<file path="src/hw/riscv_pkg.sv">
`default_nettype none

package riscv_pkg;

    typedef enum logic [6:0] {
        OPC_LUI    = 7'b0110111,
        OPC_AUIPC  = 7'b0010111,
        OPC_JAL    = 7'b1101111,
        OPC_JALR   = 7'b1100111,
        OPC_BRANCH = 7'b1100011,
        OPC_LOAD   = 7'b0000011,
        OPC_STORE  = 7'b0100011,
        OPC_OP_IMM = 7'b0010011,
        OPC_OP     = 7'b0110011,
        OPC_SYSTEM = 7'b1110011
    } opcode_e;

    // low three bits follow funct3, bit 3 follows funct7[5]
    typedef enum logic [3:0] {
        ALU_ADD    = 4'b0000,
        ALU_SLL    = 4'b0001,
        ALU_SLT    = 4'b0010,
        ALU_SLTU   = 4'b0011,
        ALU_XOR    = 4'b0100,
        ALU_SRL    = 4'b0101,
        ALU_OR     = 4'b0110,
        ALU_AND    = 4'b0111,
        ALU_SUB    = 4'b1000,
        ALU_SRA    = 4'b1101,
        ALU_COPY_B = 4'b1111
    } alu_op_e;

    typedef enum logic [2:0] {IMM_I, IMM_S, IMM_B, IMM_U, IMM_J} imm_sel_e;

    // load codes match funct3
    typedef enum logic [2:0] {
        LD_B  = 3'b000,
        LD_H  = 3'b001,
        LD_W  = 3'b010,
        LD_BU = 3'b100,
        LD_HU = 3'b101
    } ld_sel_e;

    typedef enum logic [1:0] {ST_NONE, ST_B, ST_H, ST_W} st_sel_e;

    typedef enum logic [1:0] {WB_LOAD, WB_ALU, WB_PC4, WB_CSR} wb_sel_e;

    typedef enum logic [11:0] {
        CSR_TOHOST = 12'h51E,
        CSR_CYCLE  = 12'hC00
    } csr_addr_e;

    typedef struct packed {
        logic [6:0] funct7;
        logic [4:0] rs2;
        logic [4:0] rs1;
        logic [2:0] funct3;
        logic [4:0] rd;
        opcode_e    opcode;
    } r_fmt_t;

    typedef struct packed {
        logic [11:0] imm;
        logic [4:0]  rs1;
        logic [2:0]  funct3;
        logic [4:0]  rd;
        opcode_e     opcode;
    } i_fmt_t;

    typedef struct packed {
        logic [6:0] imm_hi;
        logic [4:0] rs2;
        logic [4:0] rs1;
        logic [2:0] funct3;
        logic [4:0] imm_lo;
        opcode_e    opcode;
    } s_fmt_t;

    typedef struct packed {
        logic       imm_12;
        logic [5:0] imm_10_5;
        logic [4:0] rs2;
        logic [4:0] rs1;
        logic [2:0] funct3;
        logic [3:0] imm_4_1;
        logic       imm_11;
        opcode_e    opcode;
    } b_fmt_t;

    typedef struct packed {
        logic [19:0] imm;
        logic [4:0]  rd;
        opcode_e     opcode;
    } u_fmt_t;

    typedef struct packed {
        logic       imm_20;
        logic [9:0] imm_10_1;
        logic       imm_11;
        logic [7:0] imm_19_12;
        logic [4:0] rd;
        opcode_e    opcode;
    } j_fmt_t;

    // one instruction word, six ways to read it
    typedef union packed {
        r_fmt_t r_fmt;
        i_fmt_t i_fmt;
        s_fmt_t s_fmt;
        b_fmt_t b_fmt;
        u_fmt_t u_fmt;
        j_fmt_t j_fmt;
    } inst_t;

    // addi x0, x0, 0
    localparam logic [31:0] NOP_INST = 32'h0000_0013;

endpackage

`default_nettype wire
</file>
<file path="src/hw/decoder.sv">
`timescale 1ns/10ps
`default_nettype none

module decoder (
    input  logic                clk,
    input  logic                rst,
    input  riscv_pkg::inst_t    inst,
    input  logic                br_eq,
    input  logic                br_lt,
    output logic                rf_we,
    output riscv_pkg::imm_sel_e imm_sel,
    output logic                fwd_a_d,
    output logic                fwd_b_d,
    output logic                fwd_a_x,
    output logic                fwd_b_x,
    output logic                a_sel,
    output logic                b_sel,
    output logic                br_un,
    output riscv_pkg::alu_op_e  alu_op,
    output riscv_pkg::st_sel_e  st_sel,
    output riscv_pkg::ld_sel_e  ld_sel,
    output logic                dmem_en,
    output riscv_pkg::wb_sel_e  wb_sel,
    output logic                csr_we,
    output logic                csr_imm,
    output logic [11:0]         csr_addr,
    output logic                pc_sel,
    output logic                flush
);
    import riscv_pkg::*;

    inst_t      inst_x;
    inst_t      inst_w;
    opcode_e    op_x;
    opcode_e    op_w;
    logic [2:0] f3_x;
    logic       br_cond;

    always_ff @(posedge clk) begin
        if (rst) begin
            inst_x <= NOP_INST;
            inst_w <= NOP_INST;
        end else begin
            inst_x <= inst;
            inst_w <= inst_x;
        end
    end

    assign op_x = inst_x.r_fmt.opcode;
    assign op_w = inst_w.r_fmt.opcode;
    assign f3_x = inst_x.r_fmt.funct3;

    // first stage
    always_comb begin
        case (inst.r_fmt.opcode)
            OPC_STORE:          imm_sel = IMM_S;
            OPC_BRANCH:         imm_sel = IMM_B;
            OPC_LUI, OPC_AUIPC: imm_sel = IMM_U;
            OPC_JAL:            imm_sel = IMM_J;
            default:            imm_sel = IMM_I;
        endcase
    end

    // forward the write-back result over the register file
    assign fwd_a_d = rf_we && (inst_w.r_fmt.rd == inst.r_fmt.rs1);
    assign fwd_b_d = rf_we && (inst_w.r_fmt.rd == inst.r_fmt.rs2);
    assign fwd_a_x = rf_we && (inst_w.r_fmt.rd == inst_x.r_fmt.rs1);
    assign fwd_b_x = rf_we && (inst_w.r_fmt.rd == inst_x.r_fmt.rs2);

    // execute stage
    assign a_sel = op_x inside {OPC_BRANCH, OPC_JAL, OPC_AUIPC};
    assign b_sel = (op_x != OPC_OP);
    assign br_un = f3_x[1];

    always_comb begin
        case (op_x)
            OPC_OP:     alu_op = alu_op_e'({inst_x.r_fmt.funct7[5], f3_x});
            // srai is the only immediate op that reads bit 30
            OPC_OP_IMM: alu_op = alu_op_e'({(f3_x == 3'b101) && inst_x.r_fmt.funct7[5], f3_x});
            OPC_LUI:    alu_op = ALU_COPY_B;
            default:    alu_op = ALU_ADD;
        endcase
    end

    assign st_sel   = (op_x == OPC_STORE) ? st_sel_e'(f3_x[1:0] + 2'd1) : ST_NONE;
    assign dmem_en  = (op_x == OPC_LOAD) || (op_x == OPC_STORE);
    assign csr_we   = (op_x == OPC_SYSTEM) && (f3_x[1:0] == 2'b01);
    assign csr_imm  = f3_x[2];
    assign csr_addr = inst_x.i_fmt.imm;

    // funct3[0] inverts the sense: bne, bge, bgeu
    assign br_cond = (f3_x[2] ? br_lt : br_eq) ^ f3_x[0];
    assign pc_sel  = (op_x == OPC_JAL) || (op_x == OPC_JALR) ||
                     ((op_x == OPC_BRANCH) && br_cond);
    assign flush   = pc_sel;

    // write-back stage
    assign rf_we  = (op_w inside {OPC_LUI, OPC_AUIPC, OPC_JAL, OPC_JALR, OPC_OP,
                                  OPC_OP_IMM, OPC_LOAD, OPC_SYSTEM}) &&
                    (inst_w.r_fmt.rd != 5'd0);
    assign ld_sel = ld_sel_e'(inst_w.r_fmt.funct3);

    always_comb begin
        case (op_w)
            OPC_LOAD:          wb_sel = WB_LOAD;
            OPC_JAL, OPC_JALR: wb_sel = WB_PC4;
            OPC_SYSTEM:        wb_sel = WB_CSR;
            default:           wb_sel = WB_ALU;
        endcase
    end

endmodule

`default_nettype wire

</file>
<file path="config.mk">
export PLATFORM = sky130hd
export DESIGN_NAME = decoder
export DESIGN_NICKNAME = d
export VERILOG_FILES = /design/src/hw/riscv_pkg.sv /design/src/hw/decoder.sv
export SDC_FILE = /design/constraint.sdc
export NUM_CORES = 1
export LEC_CHECK = 0
export BUFFER_PORTS_ARGS = -buffer_cell sky130_fd_sc_hd__buf_2
export CAP_MARGIN = 10
export CORE_ASPECT_RATIO = 0.75
export CORE_MARGIN = 1.5
export CORE_UTILIZATION = 50
export DETAILED_ROUTE_END_ITERATION = 8
export GPL_TIMING_DRIVEN = 0
export PLACE_DENSITY = 0.86
export SETUP_SLACK_MARGIN = 0.02
export SYNTH_ARGS = -nofsm -noshare
export SYNTH_HDL_FRONTEND = slang
export SYNTH_SLANG_ARGS = --single-unit
</file>
<file path="constraint.sdc">
create_clock -name clk -period 3.1 [get_ports clk]
set_input_delay 0.31 -clock clk [delete_from_list [all_inputs] [get_ports clk]]
set_output_delay 0.31 -clock clk [all_outputs]
set_load 0.03 [all_outputs]
</file>
==> metrics.txt <==
Hold Startpoint=inst[0]; H-tree Lvls=2; Final Hold Fails=0; Crit Path Category=reg2out; routed vias=1604; LEAKAGE=1.19 nW; initial antenna violation count=0; drt first pass iters=4; Final Non-Filler Cells=345; top cells by area, synth=dfxtp_1, nor2b_1, buf_4; critical path fanouts, max=5; vias in the first global route=1328; die span in x=75.6 µm; Hold Path Class=in2reg; Rows=19; total track usage=17.7%; Synth Area in Simple Gates=28.1%; FF+latch area=941 µm²; Die Span Y=57.5 µm; max_cap viols=0; GP Congestion=0.817; critical path launch point type=flop; Max rail drop VDD=0.354 mV; I/O Buffers=73; dpl cells=337; DRC viols=0; RSZ-0062 raised after global routing=false; max incr delay on CP=0.52 ns; commonest non-fill, non-tap cells in the layout=buf_2, dfxtp_1, nor2b_1, nor3_1, buf_4; Synth area leader=dfxtp_1; Clk Latency, worst-skew pair=0.29 ns; Distinct cells, synth=31; largest net degree at the start of global routing=14; Worst Path Required=2.79 ns; hold path cells=2; Pins Over Slew Limit=0; CTS clk-pin slew, worst paths=0.08 ns; Yosys top cell area share=47.6%; post-DP HPWL=2.81 mm; setup bufs post-CTS=0; Slew @ Worst Pin=0.618 ns; PostCTS Resize Cnt=0; Overflow after GRT=0; per-cell routed wire length=10.6 µm; Yosys reg bits=47; status=completed; CTS tree=done; Period Utilization, post-route=66.1%; final net count=329; CTS buffer count=5; Avg Vias per Cell=4.65; commonest non-fill, non-tap cell in the layout=buf_2; Ys Warns=0; complex-gate fraction of the synthesized area=4.17%; Layout area overhead=25.9%; Mapped Area=1980 µm²; WL final=3.67 mm; Avg Cell Area, Syn=9.33 µm²; cell count after synthesis=212; starting density of the core=53.0%; Max Root-Sink Buffers=2; adder-cell share of the synthesized area=0.633%; P per Cell Area=477 nW/µm²; Worst Setup End Kind=primary output; num ports=75; Final ANT Viol Nets=0; crit path time final=2.05 ns; Die Area=4350 µm²; Arr. time, crit path=1.74 ns; total negative slack=0 ns; sequential share of the synthesized area=47.6%; slowest stage cell, crit path=or4_4; CTS sink count=47; core area=3730 µm²; Synth Area in XOR/XNOR=9.74%; # diodes=0; Root Driver=clkbuf_8; Multi-input gate area=855 µm²; layout cells sized above 1=36.5%; Hold Path End=inst_x[0]; minimum hold slack=0.211 ns; syn nets=249; CP Cell Sequence=clkbuf_1 -> or4_4 -> nor2_4 -> nor3_1 -> buf_2; worst reg2reg path endpoint=inst_w[2]; reg-to-reg startpoint=inst_x[2]; mux contribution to synthesized area=0.506%; max_slew headroom=58.5%; worst reg2reg setup slack=2.31 ns; largest family of logic cells by synthesized area=simple AND/OR/NAND/NOR gates; skew final=0.00969 ns; hold bufs inserted after CTS=0; DRT iter0 DRCs=56; first-pass GRT wire length=5.69 mm; Fmax=488 MHz; FF-to-FF path depth=2; # fillers=329; Final setup viols=0
==> layout make-up <==
cell class / instances / area share (%)
Sequential cell: 47 / 37.8
Multi-Input combinational cell: 135 / 34.3
Timing Repair Buffer: 73 / 14.7
Buffer: 26 / 6.73
Clock buffer: 7 / 3.07
Tap cell: 52 / 2.61
Inverter: 4 / 0.603
Clock inverter: 1 / 0.201
==> sequential cells by signal, summed over array words and instances (netlist names) <==
name    flops
inst_w     15
inst_x     32
==> cell usage after synthesis (all sizes together) <==
| cell type | instances |
|---|---|
| nand3 | 7 |
| a41o | 1 |
| ha | 1 |
| nand2b | 1 |
| clkbuf | 7 |
| xnor2 | 9 |
| nor2 | 9 |
| a211oi | 1 |
| inv | 4 |
| or4 | 1 |
| nor4b | 1 |
| a2111oi | 1 |
| nand4b | 1 |
| dfxtp | 47 |
| buf | 19 |
| a21oi | 6 |
| a31oi | 1 |
| nor3 | 18 |
| nand3b | 1 |
| o22a | 1 |
| mux2i | 1 |
| nor2b | 38 |
| xor2 | 13 |
| nand2 | 12 |
| nand4 | 3 |
| or3b | 1 |
| or2 | 6 |
| o21ai | 1 |
==> through the flow <==
step / util (%) / setup slack, ns / total power (W) / area, µm²
finish: 66.7 / 1.05 / 0.00119 / 2490
global route: 66.7 / 0.872 / 0.00124 / 2490
CTS: 66.7 / 1.03 / 0.00119 / 2490
detailed placement: 64.5 / 1.36 / 0.000859 / 2410
global placement: 64.5 / 1.36 / 0.000854 / 2410
floorplan: - / 0.787 / 0.000799 / 1980
==> worst max-delay path: cells and delay by family (launching register included) <==
family,cells,cell delay [ns]
and+or+nand+nor,3,0.74
DFF,1,0.30
buffers and inverters,2,0.38
==> worst max-delay path by stage <==
stage / start / to / slack [ns] / depth (start not counted)
floorplan: inst_x[14] / pc_sel / 0.79 / 5
global placement: inst[2] / imm_sel[0] / 1.36 / 4
detailed placement: inst[2] / imm_sel[0] / 1.36 / 4
CTS: inst_w[9] / fwd_a_x / 1.03 / 5
global route: inst_x[14] / pc_sel / 0.87 / 6
finish: inst_w[9] / fwd_a_x / 1.05 / 5
==> report_power, final <==
group / internal [W] / switching (W)
registers: 0.000633 / 0.0000190
clock network: 0.000158 / 0.000184
logic: 0.0000857 / 0.000107
==> per-layer routing <==
layer	up-vias	wire [µm]	part of all wire, %	track usage [%]
met2	74	1610	44	28.7
met4	0	62	1.7	8.42
met1	692	1680	46	21.1
met5	-	0	0	0
li1	831	-	-	-
met3	7	312	8.5	5.65
==> cells by family (layout without fill, tap and decap cells) <==
logic type / Yosys count / after routing
xor+xnor: 22 / 22
compound gates: 12 / 12
simple gates: 99 / 99
fa+ha+maj: 1 / 1
mux: 1 / 1
flops: 47 / 47
buf+inv: 30 / 111
No activity file was read; power rests on OpenSTA's default activity.
