## config.mk

```make
export PLATFORM = sky130hd
export DESIGN_NAME = imm_gen
export DESIGN_NICKNAME = d
export VERILOG_FILES = /design/src/hw/riscv_pkg.sv /design/src/hw/imm_gen.sv
export SDC_FILE = /design/constraint.sdc
export NUM_CORES = 1
export LEC_CHECK = 0
export BUFFER_PORTS_ARGS = -buffer_cell sky130_fd_sc_hd__buf_2
export CAP_MARGIN = 20
export CORE_MARGIN = 2
export CORE_UTILIZATION = 37
export DETAILED_ROUTE_END_ITERATION = 10
export GPL_ROUTABILITY_DRIVEN = 0
export PLACE_DENSITY = 0.95
export SYNTH_ARGS = -nofsm -noshare
export SYNTH_HDL_FRONTEND = slang
export SYNTH_SLANG_ARGS = --single-unit
```

## constraint.sdc

```tcl
create_clock -name vclk -period 1.9
set_clock_uncertainty 0.15 [all_clocks]
set_input_delay 0.285 -clock vclk [all_inputs]
set_output_delay 0.285 -clock vclk [all_outputs]
set_load 0.02 [all_outputs]
```

## src/hw/riscv_pkg.sv

```systemverilog
`default_nettype none

package riscv_pkg;

    typedef enum logic [6:0] {
        OPC_LUI    = 7'b0110111,
        OPC_AUIPC  = 7'b0010111,
        OPC_JAL    = 7'b1101111,
        OPC_JALR   = 7'b1100111,
        OPC_BRANCH = 7'b1100011,
        OPC_LOAD   = 7'b0000011,
        OPC_STORE  = 7'b0100011,
        OPC_OP_IMM = 7'b0010011,
        OPC_OP     = 7'b0110011,
        OPC_SYSTEM = 7'b1110011
    } opcode_e;

    // low three bits follow funct3, bit 3 follows funct7[5]
    typedef enum logic [3:0] {
        ALU_ADD    = 4'b0000,
        ALU_SLL    = 4'b0001,
        ALU_SLT    = 4'b0010,
        ALU_SLTU   = 4'b0011,
        ALU_XOR    = 4'b0100,
        ALU_SRL    = 4'b0101,
        ALU_OR     = 4'b0110,
        ALU_AND    = 4'b0111,
        ALU_SUB    = 4'b1000,
        ALU_SRA    = 4'b1101,
        ALU_COPY_B = 4'b1111
    } alu_op_e;

    typedef enum logic [2:0] {IMM_I, IMM_S, IMM_B, IMM_U, IMM_J} imm_sel_e;

    // load codes match funct3
    typedef enum logic [2:0] {
        LD_B  = 3'b000,
        LD_H  = 3'b001,
        LD_W  = 3'b010,
        LD_BU = 3'b100,
        LD_HU = 3'b101
    } ld_sel_e;

    typedef enum logic [1:0] {ST_NONE, ST_B, ST_H, ST_W} st_sel_e;

    typedef enum logic [1:0] {WB_LOAD, WB_ALU, WB_PC4, WB_CSR} wb_sel_e;

    typedef enum logic [11:0] {
        CSR_TOHOST = 12'h51E,
        CSR_CYCLE  = 12'hC00
    } csr_addr_e;

    typedef struct packed {
        logic [6:0] funct7;
        logic [4:0] rs2;
        logic [4:0] rs1;
        logic [2:0] funct3;
        logic [4:0] rd;
        opcode_e    opcode;
    } r_fmt_t;

    typedef struct packed {
        logic [11:0] imm;
        logic [4:0]  rs1;
        logic [2:0]  funct3;
        logic [4:0]  rd;
        opcode_e     opcode;
    } i_fmt_t;

    typedef struct packed {
        logic [6:0] imm_hi;
        logic [4:0] rs2;
        logic [4:0] rs1;
        logic [2:0] funct3;
        logic [4:0] imm_lo;
        opcode_e    opcode;
    } s_fmt_t;

    typedef struct packed {
        logic       imm_12;
        logic [5:0] imm_10_5;
        logic [4:0] rs2;
        logic [4:0] rs1;
        logic [2:0] funct3;
        logic [3:0] imm_4_1;
        logic       imm_11;
        opcode_e    opcode;
    } b_fmt_t;

    typedef struct packed {
        logic [19:0] imm;
        logic [4:0]  rd;
        opcode_e     opcode;
    } u_fmt_t;

    typedef struct packed {
        logic       imm_20;
        logic [9:0] imm_10_1;
        logic       imm_11;
        logic [7:0] imm_19_12;
        logic [4:0] rd;
        opcode_e    opcode;
    } j_fmt_t;

    // one instruction word, six ways to read it
    typedef union packed {
        r_fmt_t r_fmt;
        i_fmt_t i_fmt;
        s_fmt_t s_fmt;
        b_fmt_t b_fmt;
        u_fmt_t u_fmt;
        j_fmt_t j_fmt;
    } inst_t;

    // addi x0, x0, 0
    localparam logic [31:0] NOP_INST = 32'h0000_0013;

endpackage

`default_nettype wire
```

## src/hw/imm_gen.sv

```systemverilog
`timescale 1ns/10ps
`default_nettype none

module imm_gen (
    input  riscv_pkg::inst_t    inst,
    input  riscv_pkg::imm_sel_e imm_sel,
    output logic [31:0]         imm
);
    import riscv_pkg::*;

    always_comb begin
        case (imm_sel)
            IMM_I: imm = {{20{inst.i_fmt.imm[11]}}, inst.i_fmt.imm};
            IMM_S: imm = {{20{inst.s_fmt.imm_hi[6]}}, inst.s_fmt.imm_hi, inst.s_fmt.imm_lo};
            // branch and jump offsets are in half-words
            IMM_B: imm = {{20{inst.b_fmt.imm_12}}, inst.b_fmt.imm_11, inst.b_fmt.imm_10_5,
                          inst.b_fmt.imm_4_1, 1'b0};
            IMM_U: imm = {inst.u_fmt.imm, 12'd0};
            IMM_J: imm = {{12{inst.j_fmt.imm_20}}, inst.j_fmt.imm_19_12, inst.j_fmt.imm_11,
                          inst.j_fmt.imm_10_1, 1'b0};
            default: imm = 32'd0;
        endcase
    end

endmodule

`default_nettype wire

```

==> results.md, run 1 <==
Outcome:
- The flow ran to the end, and the final reports show no timing, DRC or antenna violations.

Min path:
- The path category of the worst min-delay check is input port to primary output.
- The startpoint identified for the worst hold timing path is inst[30].
- The instance count along the most critical hold path is 4.
- The sink of the worst hold path is imm[30].

STA:
- The shortest period the worst path allows is 1790 ps.
- The hold violation count in the final report was 0.
- Based on the critical path, the design can be clocked at up to 559 MHz.
- The minimum setup slack in the final design is 111 ps.
- The transition at the pin with the smallest max-transition slack is 372 ps.
- Setup violations remaining at the end of the flow were counted as 0.
- Headroom to the max-slew limit came out at 0.752.
- The number of slew-limit violations in the final report is 0.
- The total negative slack for setup checks is 0 ps.
- The fraction of the cycle the final worst path needs is 0.941.
- Setup repair after global routing left no endpoint under its margin.

Setup path:
- The largest individual stage delay along the critical path comes from the cell and2_0.
- The signal on the critical path passes through buf_2, and2_0, a21oi_1, o22ai_1, buf_2.
- In this design, the stage delay of the slowest critical-path cell is 380 ps.
- Data on the critical path arrives at its endpoint at 1350 ps.
- The kind of end point of the critical path is a primary output.
- The category of the most critical setup path is input port to primary output.
- The beginning of the critical path is imm_sel[0].
- The biggest fanout along the worst timing path is 12.
- For the worst setup path, the data required time is 1460 ps.
- The cell that appears most often on the critical path is buf_2.
- The element type at the critical path start is an input port.

Drt:
- The post-route antenna net violation count is 0.
- After detailed routing, the number of remaining DRC violations is 0.
- The number of detailed-routing iterations run before antenna repair is 4.
- The final wirelength is 1.89 mm.
- After detailed routing, the number of vias per cell comes to 5.07.
- Summing over every cut layer, the via total after detailed routing is 826.
- The violation count after the first detailed-routing iteration is 7.
- The average wire per standard cell is 11.6 um.

Power and ir drop:
- In this run the power density over the cells is 326 mW/mm^2.
- Of the total power, the share spent switching nets is 0.603.
- The power share of the clock group is 0.
- The internal portion of the total power is 0.107 mW.
- The leakage power summed over all cells is 0.500 nW.
- Across the VDD grid, the largest voltage drop is 175 uV.
- Of the total power, registers draw 0.
- The share of total power dissipated in combinational logic is 1.000.
- The net switching power is 0.163 mW.

Logic synthesis:
- The mapped netlist covers 541 sq um.
- During synthesis, Yosys emitted a total of 0 warnings.
- In this run the mean area of a mapped cell was 5.75 sq um.
- Summed over all instances, the cell type with the most area after synthesis is a21oi_1.
- In the post-synthesis netlist, the biggest area contributors are a21oi_1 16%, nand2_1 15%, o22ai_1 14%, mux2_2 8.3%, nor2b_1 8.1%.
- Of the post-synthesis cell area, the dominant cell type holds 0.157.
- The share of the Yosys chip area taken by registers is 0.
- Counting instances in the post-synthesis netlist gives the leading cell types as 22 x nand2_1, 17 x a21oi_1, 12 x o22ai_1.
- The gate count after technology mapping is 94.
- Among all cell types in the netlist, the one instantiated most often is nand2_1.
- The count of unique library cells instantiated by Yosys is 20.
- The number of nets produced by synthesis is 129.

Final layout:
- The repair_antennas step left the layout with diodes totalling 0.
- In the finished layout, the clock tree contains a buffer count of 0.
- The total number of sequential cells is 0.
- The total area of sequential cells is 0 sq um.
- The area growth from synthesis to layout is 53.2%.
- The share of final-layout standard cells stronger than drive strength 1 is 0.480.
- For this run, the post-layout net count is 185.
- After routing the design area is 828 sq um.

Global route:
- The initial antenna violation count is 0.
- Entering global routing, the biggest net connects 13 pins.
- The wire length of the first global-routing pass is 3.05 mm.
- In the global route stage, overall resource usage came out at 0.201.
- Summed over all layers, the global routing overflow is 0.
- The number of global-route vias before repair is 731.

Floorplanning:
- The y dimension of the die is 42.2 um.
- From left edge to right edge, the die measures 42.2 um.
- The total number of placement rows is 13.
- The die covers 0.00178 sq mm.
- The top-level I/O count is 67.
- The initial utilization of the core area, before any placement, comes to 0.405.
- After floorplanning, the core was sized to cover 0.00133 sq mm.

Clock network:
- In this run, post-CTS hold repair placed 0 buffers.
- Once the clock tree was built, the setup fixing pass inserted 0 buffers.
- The count of instances resized after the clock tree is built is 0.

Placed design:
- The worst-case setup slack after placement is 139 ps.
- In this run the tool buffered the top-level ports with 60 buffer cells.
- The placement-stage cell area is 828 sq um.

Flow run:
- The number of max-capacitance violations reported is 0.
-- per-stage QoR --
| step | hold slack (ps) | total power [mW] | instances | util |
|---|---|---|---|---|
| after detailed placement | 741 | 0.269 | 163 | 0.621 |
| after global routing | 774 | 0.292 | 163 | 0.621 |
| after floorplan | 581 | 0.176 | 94 | - |
| after global placement | 729 | 0.261 | 163 | 0.621 |
| after CTS | 745 | 0.270 | 163 | 0.621 |
| final | 744 | 0.270 | 163 | 0.621 |
-- final cells by class --
cell class	count	area (sq um)
timing repair buffer	65	338
multi-input combinational	78	453
inverter	5	18.8
fill	128	505
tap	15	18.8
-- critical path: cells and delay by family --
kind                   cells  cell delay [ps]
buffers and inverters      2              400
and+or+nand+nor            1              380
AOI/OAI and AO/OA          2              290
-- power by group through the flow --
stage                     Clock, mW  Sequential (mW)  Combinational [mW]
after global routing              0                0               0.292
after CTS                         0                0               0.270
after floorplan                   0                0               0.176
after detailed placement          0                0               0.269
final                             0                0               0.270
after global placement            0                0               0.261
-- how the worst max path moves through the flow --
stage	to	slack [ps]
floorplan	imm[11]	240
global placement	imm[19]	160
detailed placement	imm[14]	140
CTS	imm[14]	130
global route	imm[14]	40
finish	imm[14]	110
-- placed cells by master, fill, tap and decap left out --
master,n
mux2_2,4
nor3_1,1
nand2b_1,5
and2_1,1
nand2_1,22
nor2b_1,7
and2b_1,2
nand2b_4,1
o32ai_1,1
maj3_2,1
and2_0,1
buf_2,60
buf_4,5
a21oi_1,17
inv_1,5
o22ai_1,12
and3b_1,1
mux2i_1,1
o21ai_0,1
-- metal layers --
metal	GRT usage	vias up	routed length [um]
li1	-	429	-
met1	0.238	377	736
met2	0.403	20	1090
met3	0	0	59
met4	0.0250	0	0
met5	0	-	0
-- logic make-up after synthesis --
family	count (synthesis)	share of synthesized area
fa+ha+maj	1	0.0208
compound gates	31	0.322
simple gates	41	0.394
mux	5	0.102
buf+inv	16	0.162
Power figures use the tool's default switching activity.
==> inputs of run 2 (changes only) <==
--- a/config.mk
+++ b/config.mk
@@ -8,10 +8,10 @@
 export BUFFER_PORTS_ARGS = -buffer_cell sky130_fd_sc_hd__buf_2
 export CAP_MARGIN = 20
 export CORE_MARGIN = 2
-export CORE_UTILIZATION = 37
+export CORE_UTILIZATION = 34
 export DETAILED_ROUTE_END_ITERATION = 10
-export GPL_ROUTABILITY_DRIVEN = 0
-export PLACE_DENSITY = 0.95
+export PLACE_DENSITY = 0.91
+export REMOVE_ABC_BUFFERS = 1
 export SYNTH_ARGS = -nofsm -noshare
 export SYNTH_HDL_FRONTEND = slang
 export SYNTH_SLANG_ARGS = --single-unit
==> constraint.sdc (replaced) <==
create_clock -name vclk -period 2
set_clock_uncertainty 0.15 [all_clocks]
set_input_delay 0.3 -clock vclk [all_inputs]
set_output_delay 0.3 -clock vclk [all_outputs]
set_load 0.02 [all_outputs]
==> run 2 against run 1 <==
  * Cell area shrank 0.76%
  * First-iteration DRC count grew to 3.4 times the previous value
  * Hold slack gained 32 ps
  * Die area grew 8.0%
  * Flip-flop and latch count is the same
  * Non-clock buffer count shrank 1
  * Highest routed layer unchanged
==> results.md, run 2 (synthesis results as in run 1) <==
Outcome:
- The run finished with clean final reports.

Drt:
- The post-route antenna net violation count came to 0 (unchanged).
- The violation count after the first detailed-routing iteration is 24 (+17).
- The via density per instance was 5.27 (+4.0%).
- The final wirelength was 1.80 mm (-4.8%).
- The total DRC errors in the routed layout is 0 (unchanged).
- The average wire per standard cell is 11.0 um (-4.8%).
- The number of vias after detailed routing is 859 (+4.0%).
- The number of detailed-routing iterations run before antenna repair is 4 (unchanged).

Final layout:
- The total area of sequential cells is 0 sq um (unchanged).
- The final net count was 184 (-0.54%).
- In the layout the commonest cells are 60 x buf_2, 22 x nand2_1, 17 x a21oi_1.
- The leading cell type in the layout, fill and taps excluded is buf_2.
- The share of final-layout standard cells stronger than drive strength 1 is 0.476 (-0.00354).
- The count of clock-net buffers in the final layout came to 0 (unchanged).
- The total number of sequential cells came to 0 (unchanged).
- The total inserted antenna cells came to 0 (unchanged).
- The area growth from synthesis to layout is 52.1%.

Setup path:
- Among the stages of the critical path, the cell type that occurs most often is buf_2.
- The critical path is of the input port to primary output type.
- The slowest stage of the critical path belongs to the cell and2_0.
- The delay of the slowest cell on the worst path is 400 ps (+20 ps).
- The critical path's top delay family is buffers and inverters.
- The endpoint arrival time on the critical path is 1400 ps (+50 ps).
- The number of buffer and inverter instances along the worst setup path is 2 (unchanged).
- The critical path goes through buf_2, and2_0, a21oi_1, o22ai_1, buf_2.
- The biggest fanout along the worst timing path is 12 (unchanged).
- The data required time of the critical path was 1550 ps (+90 ps).
- The kind of end point of the critical path is a primary output.
- The element type at the critical path start is an input port.

STA:
- The worst-case hold slack came to 776 ps (+31.9 ps).
- The number of slew-limit violations in the final report came to 0 (unchanged).
- The total negative slack for setup checks is 0 ps (unchanged).
- The worst slew margin relative to its limit is 0.646 (-0.106).
- For this run, the top clock speed supported by timing is 541 MHz.
- The fraction of the cycle the final worst path needs is 0.925.
- The number of endpoints failing setup at the final stage is 0 (unchanged).
- The transition at the pin with the smallest max-transition slack is 530 ps (+158 ps).
- The hold violation count in the final report is 0 (unchanged).
- The shortest period the worst path allows is 1850 ps.
- Setup repair after global routing left no endpoint under its margin.
- The minimum setup slack in the final design is 150 ps (+38.9 ps).

Floorplanning:
- The top-level I/O count came to 67 (unchanged).
- The area of the core region is 0.00151 sq mm (+13%).
- The total number of placement rows is 14 (+1).
- The effective utilization at floorplan came to 0.359 (-0.0464).
- The width of the die is 43.9 um (+3.9%).
- The die area is 0.00192 sq mm (+8.0%).
- The y dimension of the die is 43.9 um (+3.9%).

Power and ir drop:
- The leakage power summed over all cells is 0.495 nW (-1.0%).
- The power density relative to cell area is 308 mW/mm^2 (-5.6%).
- The maximum resistive drop on vdd is 156 uV (-11%).

Global route:
- The number of global-route vias before repair came to 770 (+5.3%).
- The initial antenna violation count came to 0 (unchanged).
- The wire length of the first global-routing pass is 2.84 mm (-6.8%).
- The maximum number of pins on one net before global-route repair is 14 (+1).
- The total global routing track utilization came to 0.178 (-0.0225).
- The total grt overflow is 0 (unchanged).

Min path:
- The worst hold path belongs to the class input port to primary output.
- In this run the most critical hold path is launched from inst[30].
- The instance count along the most critical hold path is 4 (unchanged).
- The sink of the worst hold path is imm[30].

Clock network:
- The total setup buffers inserted after CTS is 0 (unchanged).
- The count of hold-fix buffers inserted at cts came to 0 (unchanged).
- The count of instances resized after the clock tree is built is 0 (unchanged).

Placed design:
- The count of buffers inserted at the top-level ports came to 60 (unchanged).
- Routability-driven placement finished with a final weighted congestion of 0.759.
- The half-perimeter wire length after detailed placement is 1.48 mm.
- The worst-case setup slack after placement is 153 ps (+14.7 ps).

Flow run:
- The number of max-capacitance violations reported is 0 (unchanged).
run 2: cell count changes in the layout (fill, tap and decap cells not counted), sizes merged:
cell  previous run  this run
buf             65        64
run 2: worst max path at each step:
stage	from	to	slack [ps]	cells past startpoint
final	imm_sel[0]	imm[18]	150	5
after global routing	imm_sel[0]	imm[14]	20	5
after CTS	imm_sel[0]	imm[14]	150	5
after detailed placement	imm_sel[0]	imm[14]	150	5
after global placement	imm_sel[0]	imm[14]	190	5
after floorplan	imm_sel[2]	imm[12]	400	3
run 2: power by group:
part | total [mW] | switching [mW] | internal [mW]
logic | 0.253 | 0.152 | 0.101
clock network | 0 | 0 | 0
registers | 0 | 0 | 0
run 2: cell type report:
type	count	area (sq um)
tap	16	20.0
inverter	5	18.8
multi-input combinational	78	453
fill	160	684
timing repair buffer	64	330
run 2: metrics by stage:
| stage | util | cell area [sq um] | instances | power (mW) |
|---|---|---|---|---|
| after CTS | 0.546 | 822 | 163 | 0.254 |
| after global placement | 0.546 | 822 | 163 | 0.248 |
| after detailed placement | 0.546 | 822 | 163 | 0.253 |
| after floorplan | - | 472 | 83 | 0.146 |
| final | 0.546 | 822 | 163 | 0.253 |
| after global routing | 0.546 | 822 | 163 | 0.275 |
run 2: per-layer routing:
| metal | GRT usage | vias up | share of wire |
|---|---|---|---|
| li1 | - | 428 | - |
| met1 | 0.230 | 384 | 0.43 |
| met2 | 0.332 | 47 | 0.47 |
| met3 | 0.00833 | 0 | 0.10 |
| met4 | 0.0182 | 0 | 0 |
| met5 | 0 | - | 0 |
