### config.mk
export PLATFORM = sky130hd
export DESIGN_NAME = csr_unit
export DESIGN_NICKNAME = d
export VERILOG_FILES = /design/src/hw/riscv_pkg.sv /design/src/hw/csr_unit.sv
export SDC_FILE = /design/constraint.sdc
export NUM_CORES = 1
export LEC_CHECK = 0
export BUFFER_PORTS_ARGS = -buffer_cell sky130_fd_sc_hd__buf_2
export CORE_MARGIN = 2
export CORE_UTILIZATION = 45
export CTS_CLUSTER_DIAMETER = 120
export CTS_CLUSTER_SIZE = 40
export DETAILED_ROUTE_END_ITERATION = 12
export PLACE_DENSITY = 0.77
export SLEW_MARGIN = 10
export SYNTH_ARGS = -nofsm -noshare
export SYNTH_HDL_FRONTEND = slang
export SYNTH_SLANG_ARGS = --single-unit
### constraint.sdc
create_clock -name clk -period 1.98 [get_ports clk]
set_clock_uncertainty 0.2 [all_clocks]
set_input_delay 0.198 -clock clk [delete_from_list [all_inputs] [get_ports clk]]
set_output_delay 0.198 -clock clk [all_outputs]
set_load 0.02 [all_outputs]
### src/hw/riscv_pkg.sv
`default_nettype none

package riscv_pkg;

    typedef enum logic [6:0] {
        OPC_LUI    = 7'b0110111,
        OPC_AUIPC  = 7'b0010111,
        OPC_JAL    = 7'b1101111,
        OPC_JALR   = 7'b1100111,
        OPC_BRANCH = 7'b1100011,
        OPC_LOAD   = 7'b0000011,
        OPC_STORE  = 7'b0100011,
        OPC_OP_IMM = 7'b0010011,
        OPC_OP     = 7'b0110011,
        OPC_SYSTEM = 7'b1110011
    } opcode_e;

    // low three bits follow funct3, bit 3 follows funct7[5]
    typedef enum logic [3:0] {
        ALU_ADD    = 4'b0000,
        ALU_SLL    = 4'b0001,
        ALU_SLT    = 4'b0010,
        ALU_SLTU   = 4'b0011,
        ALU_XOR    = 4'b0100,
        ALU_SRL    = 4'b0101,
        ALU_OR     = 4'b0110,
        ALU_AND    = 4'b0111,
        ALU_SUB    = 4'b1000,
        ALU_SRA    = 4'b1101,
        ALU_COPY_B = 4'b1111
    } alu_op_e;

    typedef enum logic [2:0] {IMM_I, IMM_S, IMM_B, IMM_U, IMM_J} imm_sel_e;

    // load codes match funct3
    typedef enum logic [2:0] {
        LD_B  = 3'b000,
        LD_H  = 3'b001,
        LD_W  = 3'b010,
        LD_BU = 3'b100,
        LD_HU = 3'b101
    } ld_sel_e;

    typedef enum logic [1:0] {ST_NONE, ST_B, ST_H, ST_W} st_sel_e;

    typedef enum logic [1:0] {WB_LOAD, WB_ALU, WB_PC4, WB_CSR} wb_sel_e;

    typedef enum logic [11:0] {
        CSR_TOHOST = 12'h51E,
        CSR_CYCLE  = 12'hC00
    } csr_addr_e;

    typedef struct packed {
        logic [6:0] funct7;
        logic [4:0] rs2;
        logic [4:0] rs1;
        logic [2:0] funct3;
        logic [4:0] rd;
        opcode_e    opcode;
    } r_fmt_t;

    typedef struct packed {
        logic [11:0] imm;
        logic [4:0]  rs1;
        logic [2:0]  funct3;
        logic [4:0]  rd;
        opcode_e     opcode;
    } i_fmt_t;

    typedef struct packed {
        logic [6:0] imm_hi;
        logic [4:0] rs2;
        logic [4:0] rs1;
        logic [2:0] funct3;
        logic [4:0] imm_lo;
        opcode_e    opcode;
    } s_fmt_t;

    typedef struct packed {
        logic       imm_12;
        logic [5:0] imm_10_5;
        logic [4:0] rs2;
        logic [4:0] rs1;
        logic [2:0] funct3;
        logic [3:0] imm_4_1;
        logic       imm_11;
        opcode_e    opcode;
    } b_fmt_t;

    typedef struct packed {
        logic [19:0] imm;
        logic [4:0]  rd;
        opcode_e     opcode;
    } u_fmt_t;

    typedef struct packed {
        logic       imm_20;
        logic [9:0] imm_10_1;
        logic       imm_11;
        logic [7:0] imm_19_12;
        logic [4:0] rd;
        opcode_e    opcode;
    } j_fmt_t;

    // one instruction word, six ways to read it
    typedef union packed {
        r_fmt_t r_fmt;
        i_fmt_t i_fmt;
        s_fmt_t s_fmt;
        b_fmt_t b_fmt;
        u_fmt_t u_fmt;
        j_fmt_t j_fmt;
    } inst_t;

    // addi x0, x0, 0
    localparam logic [31:0] NOP_INST = 32'h0000_0013;

endpackage

`default_nettype wire
### src/hw/csr_unit.sv
`timescale 1ns/10ps
`default_nettype none

module csr_unit (
    input  logic        clk,
    input  logic        rst,
    input  logic        run,
    input  logic        we,
    input  logic [11:0] addr,
    input  logic [31:0] wdata_reg,
    input  logic [4:0]  uimm,
    input  logic        use_imm,
    output logic [31:0] rdata,
    output logic [31:0] tohost,
    output logic        tohost_valid
);
    import riscv_pkg::*;

    logic [31:0] cycle;
    logic [31:0] wdata;
    logic        tohost_wr;

    assign wdata     = use_imm ? {27'd0, uimm} : wdata_reg;
    assign tohost_wr = we && (addr == CSR_TOHOST);

    always_ff @(posedge clk) begin
        if (rst) begin
            cycle        <= 32'd0;
            tohost       <= 32'd0;
            tohost_valid <= 1'b0;
        end else begin
            if (run) begin
                cycle <= cycle + 32'd1;
            end
            if (tohost_wr) begin
                tohost <= wdata;
            end
            // one-cycle report right after the write
            tohost_valid <= tohost_wr;
        end
    end

    // registered so the old value arrives with the write-back stage
    always_ff @(posedge clk) begin
        rdata <= (addr == CSR_CYCLE) ? cycle : tohost;
    end

endmodule

`default_nettype wire

==> key figures, run 1 <==
Global routing
  – Total gr overflow: 0
  – First-pass GRT wire length: 14000 um
  – Initial antenna violation count: 0
  – Global Route Usage Sum: 0.205
  – Vias in the first global route: 2929
  – Largest net degree at the start of global routing: 38

CTS
  – CTS sink count: 97
  – Root Buffer: clkbuf_8
  – Maximum root-to-sink buffer count: 2
  – # resized after CTS: 0
  – Worst-skew pair later-pin latency: 350 ps
  – Clock slew seen by the registers of the worst setup and hold paths: 90 ps
  – Htree depth: 3
  – CTS tree: done
  – CTS buffer count: 9

STA
  – Slew HR: 0.663
  – Final min period: 1840 ps
  – Worst hold margin: 50.3 ps
  – Worst slew pin tran: 501 ps
  – Final Hold Viols: 0
  – RSZ-0062 raised after global routing: no
  – # setup viols final: 0
  – Fmax: 544 MHz
  – Setup TNS Final: 0 ps
  – Final worst setup slack: 143 ps
  – Slew Viols, Final: 0
  – Period utilization: 0.928

Critical path
  – WS Path Type: register to register
  – Delay-heaviest family, CP: simple AND/OR/NAND/NOR gates
  – Nature of the critical path startpoint: register
  – Worst Path Buf+Inv: 1
  – Worst Path Required: 2060 ps
  – Max stage delay on crit path: 430 ps
  – Crit path DAT: 1920 ps
  – Crit path cell chain: nand4_4 -> nor4_4 -> buf_4 -> nand2_2 -> or3_1 -> a21oi_1
  – Crit path capture type: register
  – Critical path fanouts, max: 8
  – CP max-delay cell: dfxtp_1

Detailed routing
  – Routed WL per cell: 14.3 um
  – TritonRoute pass-1 iters: 4
  – DRC violations left: 0
  – ANT nets after route: 0
  – Iter 0 DRT Violations: 100
  – Vias: 3015
  – Avg Vias per Cell: 5.00
  – Routed WL: 8650 um

Yosys
  – Mux cell area share after synthesis: 0.117
  – FF+latch count, synth: 97
  – Synth warn: 0
  – XOR/XNOR Fraction of Synth Area: 0.0706
  – Mapped Nets: 378
  – Post-synth EDFFs: 0
  – Syn Area/Cell: 11.1 um2
  – Register area share after synthesis: 0.539
  – Synth Cell Area: 0.00360 mm2
  – Synth Area in Simple Gates: 0.172
  – Share of the synthesized area in the top cell type: 0.539
  – Unique masters post-synth: 31
  – Asr flop ratio synth: 0
  – Post-Synth Adder-Cell Area: 0.00348
  – Dominant cells by area after synthesis: dfxtp_1 (54%), mux2_2 (10%), a22o_1 (6.6%)
  – Most area-hungry cell type in the Yosys netlist: dfxtp_1
  – Ys flop type: dfxtp_1
  – Post-Syn Instances: 323
  – Largest family of logic cells by synthesized area: simple AND/OR/NAND/NOR gates
  – Compound-Gate Fraction of Synth Area: 0.0817

Placement
  – RePlAce Congestion: 0.777
  – IO buf count: 118
  – Setup Slack @ Placement: 89.7 ps
  – Post-DP HPWL: 5720 um
  – Placed Area: 0.00444 mm2
  – Placed Cells: 547

Run
  – Maxcap violations: 0

Floorplanning
  – Die height: 93.4 um
  – Die Area: 0.00873 mm2
  – IO Count: 119
  – CORE AREA: 0.00773 mm2
  – Starting Density: 0.466
  – Die Width: 93.4 um
  – Rows: 32

Power and ir drop
  – Total Power: 3.81 mW
  – Int Power: 3.10 mW
  – Clock network power share: 0.437
  – Sw Share: 0.186
  – Worst vdd ir: 0.429 mV
  – Switching power: 0.706 mW
  – Leak: 2.42 nW
  – Sequential share of power: 0.514
  – Combinational power share: 0.049
  – Cell area power density: 744 mW/mm2

Layout
  – Final instance area: 0.00511 mm2
  – Final core occ: 0.662
  – Fin nets: 551
  – Area grow syn2layout: 42.1%
  – Fin cells: 603
  – Antenna Cells: 0
  – Layout cells sized above 1: 0.387

Status
  – Status: completed

Hold path
  – Hold WC Path Type: primary input to register
==> timing repair <==
item                       in CTS  in global routing
setup buffers                   0                  1
hold buffers                   39                  0
hold endpoints to repair       33                  0
setup endpoints to repair       0                  6
==> cells in the final DEF (no fill, tap or decap), types with 2 or more instances in the layout <==
cell type,count
clkbuf_8,11
nand4_4,2
xnor2_1,4
nand2_1,12
nand3_1,12
a22o_1,27
mux2i_1,6
nor2_1,42
nor4_4,2
buf_12,3
or3_1,2
nand4b_1,3
buf_2,118
buf_4,16
mux2_2,32
nor4_1,3
o21ai_0,2
dfxtp_1,97
a21oi_1,2
dlygate4sd3_1,39
bufinv_16,4
xor2_1,25
and4_1,4
and3_1,7
a211oi_1,5
nand4_1,11
and2_1,2
==> worst register-to-register path: cells and delay by family (launching register included) <==
family | cells | cell delay, ps
and+or+nand+nor | 4 | 810
DFF | 1 | 430
buffers and inverters | 1 | 190
AOI/OAI and AO/OA | 1 | 140
==> area by class of cell <==
type                       count  area [um2]
fill                         590        2610
clock buffer                  11         151
clock inverter                 5         125
timing repair buffer         176        1160
multi-input combinational    212        1610
sequential                    97        1940
tap                          102         128
==> synth_stat cells (3+ instances only) <==
cell type	instances
nor2_1	43
and4_1	4
mux2i_1	6
clkbuf_1	10
nor4_1	3
nand2_1	12
xnor2_1	4
nand4b_1	3
mux2_2	32
dfxtp_1	97
and3_1	7
xor2_1	25
nand3_1	12
nand4_1	11
a22o_1	27
a211oi_1	5
==> final timing paths <==
kind	from	end	slack [ps]	cells past startpoint
worst max register to register	cycle[6]	cycle[31]	140	6
worst min-delay path	run	cycle[0]	50	3
worst max-delay path	cycle[6]	cycle[31]	140	6
worst min register to register	tohost[13]	tohost[13]	300	1
==> flip-flops by register name, summed over array words and instances (netlist names) <==
signal	flops
tohost	32
cycle	32
tohost_valid	1
rdata	32
==> per-layer routing <==
layer,share of wire,wire length [um],track usage
met5,0,0,0
met4,0.0088,76,0.0797
met3,0.065,558,0.0475
met2,0.49,4200,0.348
met1,0.44,3810,0.251
==> kinds of logic (layout without fill, tap and decap cells) <==
kind of cell,count (synthesis),count (layout)
and+or+nand+nor,108,108
DFF,97,97
muxes,38,38
AOI/OAI and AO/OA,36,36
xor gates and xnor gates,29,29
buffers and inverters,14,192
adders and majority gates,1,1
==> power groups by stage <==
stage	Combinational, mW	Sequential [mW]	Clock, mW
after floorplan	0.0428	2.00	0
after global placement	0.117	2.00	0
after detailed placement	0.122	2.00	0
after CTS	0.183	1.96	1.72
after global routing	0.203	1.96	1.78
final	0.186	1.96	1.66
Note: power is estimated with default switching activity, not from simulation.
==> run 2: changes to the inputs <==
- GPL_ROUTABILITY_DRIVEN: not set -> 0
- RECOVER_POWER: not set -> 25
- SLEW_MARGIN: 10 -> 5
==> run 2 against run 1 <==
Combinational power about the same. Non-clock buffer count is the same. Worst setup slack about the same. Critical endpoint unchanged. Largest cell class unchanged.
==> key figures, run 2 (synthesis results as in run 1) <==
Critical path
  – Max stage delay on crit path: 430 ps (about the same)
  – Reg2reg setup slack: 140 ps (about the same)
  – RR Endpoint: cycle[31]
  – Crit path capture type: register
  – R2R Path Start: cycle[6]
  – CP max-delay cell: dfxtp_1
  – Crit path cell chain: nand4_4 -> nor4_4 -> buf_4 -> nand2_2 -> or3_1 -> a21oi_1
  – Nature of the critical path startpoint: register
  – Worst Path Buf+Inv: 1 (unchanged)
  – Critical path fanouts, max: 8 (unchanged)
  – WS Path Type: register to register
  – Worst Path Required: 2060 ps (about the same)
  – Crit path DAT: 1920 ps (about the same)
  – Delay-heaviest family, CP: simple AND/OR/NAND/NOR gates
  – R2R depth: 6 (unchanged)

Layout
  – Most common cell after layout, fill and taps aside: dfxtp_1
  – Largest regs: cycle x32, rdata x32, tohost x32
  – Number of fill cells in the layout: 615 (+4.2%)
  – Multi-input gate area in the final layout: 0.00161 mm2 (unchanged)
  – Most frequent cells in the layout: dfxtp_1 (97), buf_2 (78), nor2_1 (42), clkbuf_1 (40), dlygate4sd3_1 (39)
  – Fin nets: 551 (unchanged)
  – Register Area: 0.00194 mm2 (unchanged)
  – Final core occ: 0.655 (-0.00648)
  – Layout cells sized above 1: 0.307 (-0.0798)
  – Antenna Cells: 0 (unchanged)
  – Area grow syn2layout: 40.7%

Detailed routing
  – DRC violations left: 0 (unchanged)
  – Vias: 3021 (+0.20%)
  – ANT nets after route: 0 (unchanged)
  – Iter 0 DRT Violations: 122 (+22%)
  – Routed WL per cell: 14.4 um (+0.47%)
  – Routed WL: 8690 um (+0.47%)
  – Avg Vias per Cell: 5.01 (+0.20%)
  – TritonRoute pass-1 iters: 4 (unchanged)

Placement
  – IO buf count: 118 (unchanged)
  – Setup Slack @ Placement: 89.7 ps (unchanged)
  – Post-DP HPWL: 5720 um (unchanged)

CTS
  – Worst-skew pair later-pin latency: 350 ps (about the same)
  – CTS tree: done
  – CTS sink count: 97 (unchanged)
  – Maximum root-to-sink buffer count: 2 (unchanged)
  – Clock slew seen by the registers of the worst setup and hold paths: 90 ps (about the same)
  – Htree depth: 3 (unchanged)
  – # resized after CTS: 0 (unchanged)
  – CTS buffer count: 9 (unchanged)
  – Root Buffer: clkbuf_8

STA
  – RSZ-0062 raised after global routing: no
  – Final min period: 1840 ps (-0.321 ps)
  – Slew HR: 0.685 (+0.0224)
  – Final Hold Viols: 0 (unchanged)
  – Fmax: 545 MHz (about the same)
  – Setup TNS Final: 0 ps (unchanged)
  – Period utilization: 0.927 (about the same)
  – Slew Viols, Final: 0 (unchanged)
  – Final worst setup slack: 144 ps (+0.321 ps)
  – # setup viols final: 0 (unchanged)
  – Worst slew pin tran: 468 ps (-33.2 ps)

Power and ir drop
  – Leak: 2.24 nW (-7.3%)
  – Cell area power density: 753 mW/mm2 (+1.2%)
  – Worst vdd ir: 0.430 mV (+0.22%)

Global routing
  – First-pass GRT wire length: 14000 um (unchanged)
  – Vias in the first global route: 2929 (unchanged)
  – GR met1 Demand/Resource: 0.251 (unchanged)
  – Initial antenna violation count: 0 (unchanged)
  – Largest net degree at the start of global routing: 38 (unchanged)
  – Global Route Usage Sum: 0.205 (unchanged)
  – Total gr overflow: 0 (unchanged)
  – Most Crowded Layer GR: met2
  – GR Layer Usage met2: 0.348 (unchanged)
  – GRT met3 Usage: 0.0475 (unchanged)

Floorplanning
  – Starting Density: 0.466 (unchanged)
  – Die Area: 0.00873 mm2 (unchanged)
  – Die height: 93.4 um (unchanged)
  – Die Width: 93.4 um (unchanged)
  – CORE AREA: 0.00773 mm2 (unchanged)
  – Rows: 32 (unchanged)
  – IO Count: 119 (unchanged)

Run
  – Maxcap violations: 0 (unchanged)

Hold path
  – Worst hold start: run
  – Hold Path Cell Cnt: 3 (unchanged)
  – Hold WC Path Type: primary input to register
  – Hold endpoint: cycle[0]

Status
  – Status: completed
[run 2: stage by stage]
step / hold WS [ps] / instances / power (mW) / cell area [um2]
floorplan: 124 / 323 / 2.05 / 3600
global placement: 209 / 547 / 2.12 / 4440
detailed placement: 209 / 547 / 2.12 / 4440
CTS: 28.2 / 602 / 3.86 / 5110
global route: 85.4 / 603 / 3.94 / 5060
finish: 47.9 / 603 / 3.81 / 5060
[run 2: tightest hold or removal path: cells and delay by family]
| family | cells | cell delay [ps] |
|---|---|---|
| buffers and inverters | 1 | 190 |
| XOR/XNOR | 1 | 100 |
| AND/OR/NAND/NOR | 1 | 70 |
[run 2: layout make-up]
type / count / share of cell area
tap: 102 / 0.0252
clock inverter: 5 / 0.0247
multi-input combinational: 212 / 0.317
sequential: 97 / 0.383
clock buffer: 11 / 0.0299
timing repair buffer: 176 / 0.219
[run 2: power breakdown]
part | total [mW] | internal, mW | switching [mW]
registers | 1.96 | 1.95 | 0.00284
logic | 0.186 | 0.113 | 0.0735
clock network | 1.67 | 1.03 | 0.636
[run 2: how the worst max path moves through the flow]
stage	from	end	slack, ps	depth (start not counted)
2_1_floorplan	cycle[3]	cycle[31]	190	5
3_3_place_gp	cycle[6]	cycle[31]	180	6
3_5_place_dp	cycle[1]	cycle[30]	90	6
4_1_cts	cycle[1]	cycle[30]	100	6
5_1_grt	cycle[6]	cycle[31]	30	6
6_report	cycle[6]	cycle[31]	140	6
[run 2: layer usage]
metal,wire (um),up-vias
met4,99,0
met2,4190,109
met1,3860,1397
met3,534,10
met5,0,-
li1,-,1505
[run 2: timing repair]
action,in CTS,in global routing
hold buffers,39,0
hold endpoints to repair,33,0
setup endpoints to repair,0,6
buffers inserted,0,1
==> run 3: changes to the inputs <==
- PLACE_DENSITY: 0.77 -> 0.8
==> run 3 against run 2 <==
Routed wire length grew 0.69%. Die area did not move. Clock-buffer cell count up 3. Fmax decreased by 0.13%. Combinational power shrank 6%. Hold slack got worse by 40 ps. Critical path depth stayed put. Largest cell class unchanged.
==> key figures, run 3 (synthesis results as in run 1) <==
Critical path
  – R2R depth: 6 (unchanged)
  – Crit path capture type: register
  – Nature of the critical path startpoint: register
  – WS Path Type: register to register
  – Reg2reg setup slack: 140 ps (about the same)
  – Critical path fanouts, max: 6 (-2)
  – Worst Path Required: 2070 ps (about the same)
  – Crit path DAT: 1930 ps (about the same)

Layout
  – Most frequent cells in the layout: dfxtp_1 (96), buf_2 (82), nor2_1 (42), clkbuf_1 (39), dlygate4sd3_1 (35)
  – Fin nets: 547 (-0.73%)
  – Antenna Cells: 0 (unchanged)
  – Final instance area: 0.00496 mm2 (-2.0%)
  – Most common cell after layout, fill and taps aside: dfxtp_1
  – Fin cells: 599 (-0.66%)
  – Largest regs: cycle x32, rdata x32, tohost x32
  – Layout cells sized above 1: 0.314 (+0.00650)
  – Final core occ: 0.642 (-0.0130)
  – Area grow syn2layout: 37.9%

CTS
  – Worst-skew pair later-pin latency: 360 ps (about the same)
  – CTS buffer count: 9 (unchanged)
  – CTS tree: done
  – Root Buffer: clkbuf_8
  – Maximum root-to-sink buffer count: 2 (unchanged)
  – Htree depth: 3 (unchanged)
  – Clock slew seen by the registers of the worst setup and hold paths: 80 ps (about the same)
  – CTS sink count: 97 (unchanged)

Global routing
  – Initial antenna violation count: 0 (unchanged)
  – Largest net degree at the start of global routing: 40 (+5.3%)
  – Total gr overflow: 0 (unchanged)
  – Vias in the first global route: 3010 (+2.8%)
  – Global Route Usage Sum: 0.207 (+0.00181)
  – First-pass GRT wire length: 14100 um (+0.44%)

Floorplanning
  – Rows: 32 (unchanged)
  – IO Count: 119 (unchanged)
  – CORE AREA: 0.00773 mm2 (unchanged)
  – Die Area: 0.00873 mm2 (unchanged)
  – Starting Density: 0.466 (unchanged)
  – Die Width: 93.4 um (unchanged)
  – Die height: 93.4 um (unchanged)

Hold path
  – Hold WC Path Type: primary input to register
  – Hold Path Cell Cnt: 3 (unchanged)

STA
  – Final min period: 1840 ps (+2.44 ps)
  – Fmax: 544 MHz (-0.13%)
  – # setup viols final: 0 (unchanged)
  – RSZ-0062 raised after global routing: no
  – Worst slew pin tran: 1190 ps (+718 ps)
  – Final Hold Viols: 0 (unchanged)
  – Final worst setup slack: 141 ps (-2.44 ps)
  – Period utilization: 0.929 (+0.00123)
  – Slew Viols, Final: 0 (unchanged)
  – Slew HR: 0.208 (-0.477)

Power and ir drop
  – Total Power: 3.54 mW (-7.0%)
  – Worst vdd ir: 0.340 mV (-21%)
  – Cell area power density: 714 mW/mm2 (-5.2%)
  – Leak: 2.21 nW (-1.5%)

Placement
  – Placed Cells: 546 (-0.18%)
  – Setup Slack @ Placement: -193 ps (-283 ps)
  – Post-DP HPWL: 5810 um (+1.7%)
  – Placed Area: 0.00442 mm2 (-0.45%)
  – IO buf count: 118 (unchanged)

Detailed routing
  – Iter 0 DRT Violations: 104 (-15%)
  – Avg Vias per Cell: 5.06 (+1.0%)
  – ANT nets after route: 0 (unchanged)
  – Vias: 3031 (+0.33%)
  – Routed WL per cell: 14.6 um (+1.4%)
  – DRC violations left: 0 (unchanged)
  – Routed WL: 8750 um (+0.69%)
  – TritonRoute pass-1 iters: 4 (unchanged)

Run
  – Maxcap violations: 0 (unchanged)

Status
  – Status: completed
[run 3: cell types whose count changed in the layout (fill, tap and decap cells not counted), sizes merged]
cell,before,now
dlygate4sd3,39,35
clkbuf,51,50
buf,97,101
bufinv,4,2
clkinv,1,0
[run 3: layout make-up]
class                   instances  area (um2)
flip-flops and latches         97        1940
fillers                       650        2760
clock inverters                 2        60.1
repair buffers                172        1060
well taps                     102         128
clock buffers                  14         163
multi-input cells             212        1610
[run 3: per-layer routing]
metal	routed length (um)	track usage	share of wire	up-vias
met5	0	0	0	-
met4	119	0.0772	0.014	0
met3	492	0.0500	0.056	9
met2	4270	0.359	0.49	91
met1	3870	0.247	0.44	1436
li1	-	-	-	1495
[run 3: stage by stage]
stage	setup TNS [ps]	hold slack, ps
global placement	-2550	209
global route	0	32.1
finish	0	8.37
floorplan	0	124
CTS	0	2.57
detailed placement	-4880	212
[run 3: path summary, 6_finish.rpt]
check	startpoint	endpoint
worst max-delay path	cycle[10]	cycle[31]
worst min-delay path	wdata_reg[4]	tohost[4]
worst max register to register	cycle[10]	cycle[31]
worst min register to register	cycle[31]	cycle[31]
[run 3: repair_timing]
action,4_1_cts,5_1_grt
pin swaps,1,2
hold endpoints to repair,32,0
gates cloned,0,0
endpoints found under the setup margin,2,14
buffers inserted,0,2
gates resized for setup,0,1
hold buffers,35,0
[run 3: report_power, final]
| part | switching [mW] | total (mW) | internal, mW |
|---|---|---|---|
| Sequential | 0.00287 | 1.96 | 1.95 |
| Clock | 0.629 | 1.41 | 0.783 |
| Combinational | 0.0738 | 0.175 | 0.101 |
| Total | 0.706 | 3.54 | 2.84 |
[run 3: critical path, stage by stage, from the launching register on]
cell,delay (ps)
dfxtp_1,450
nand4_4,160
nor4_4,270
buf_4,190
nand2_2,60
or3_1,300
a21oi_1,140
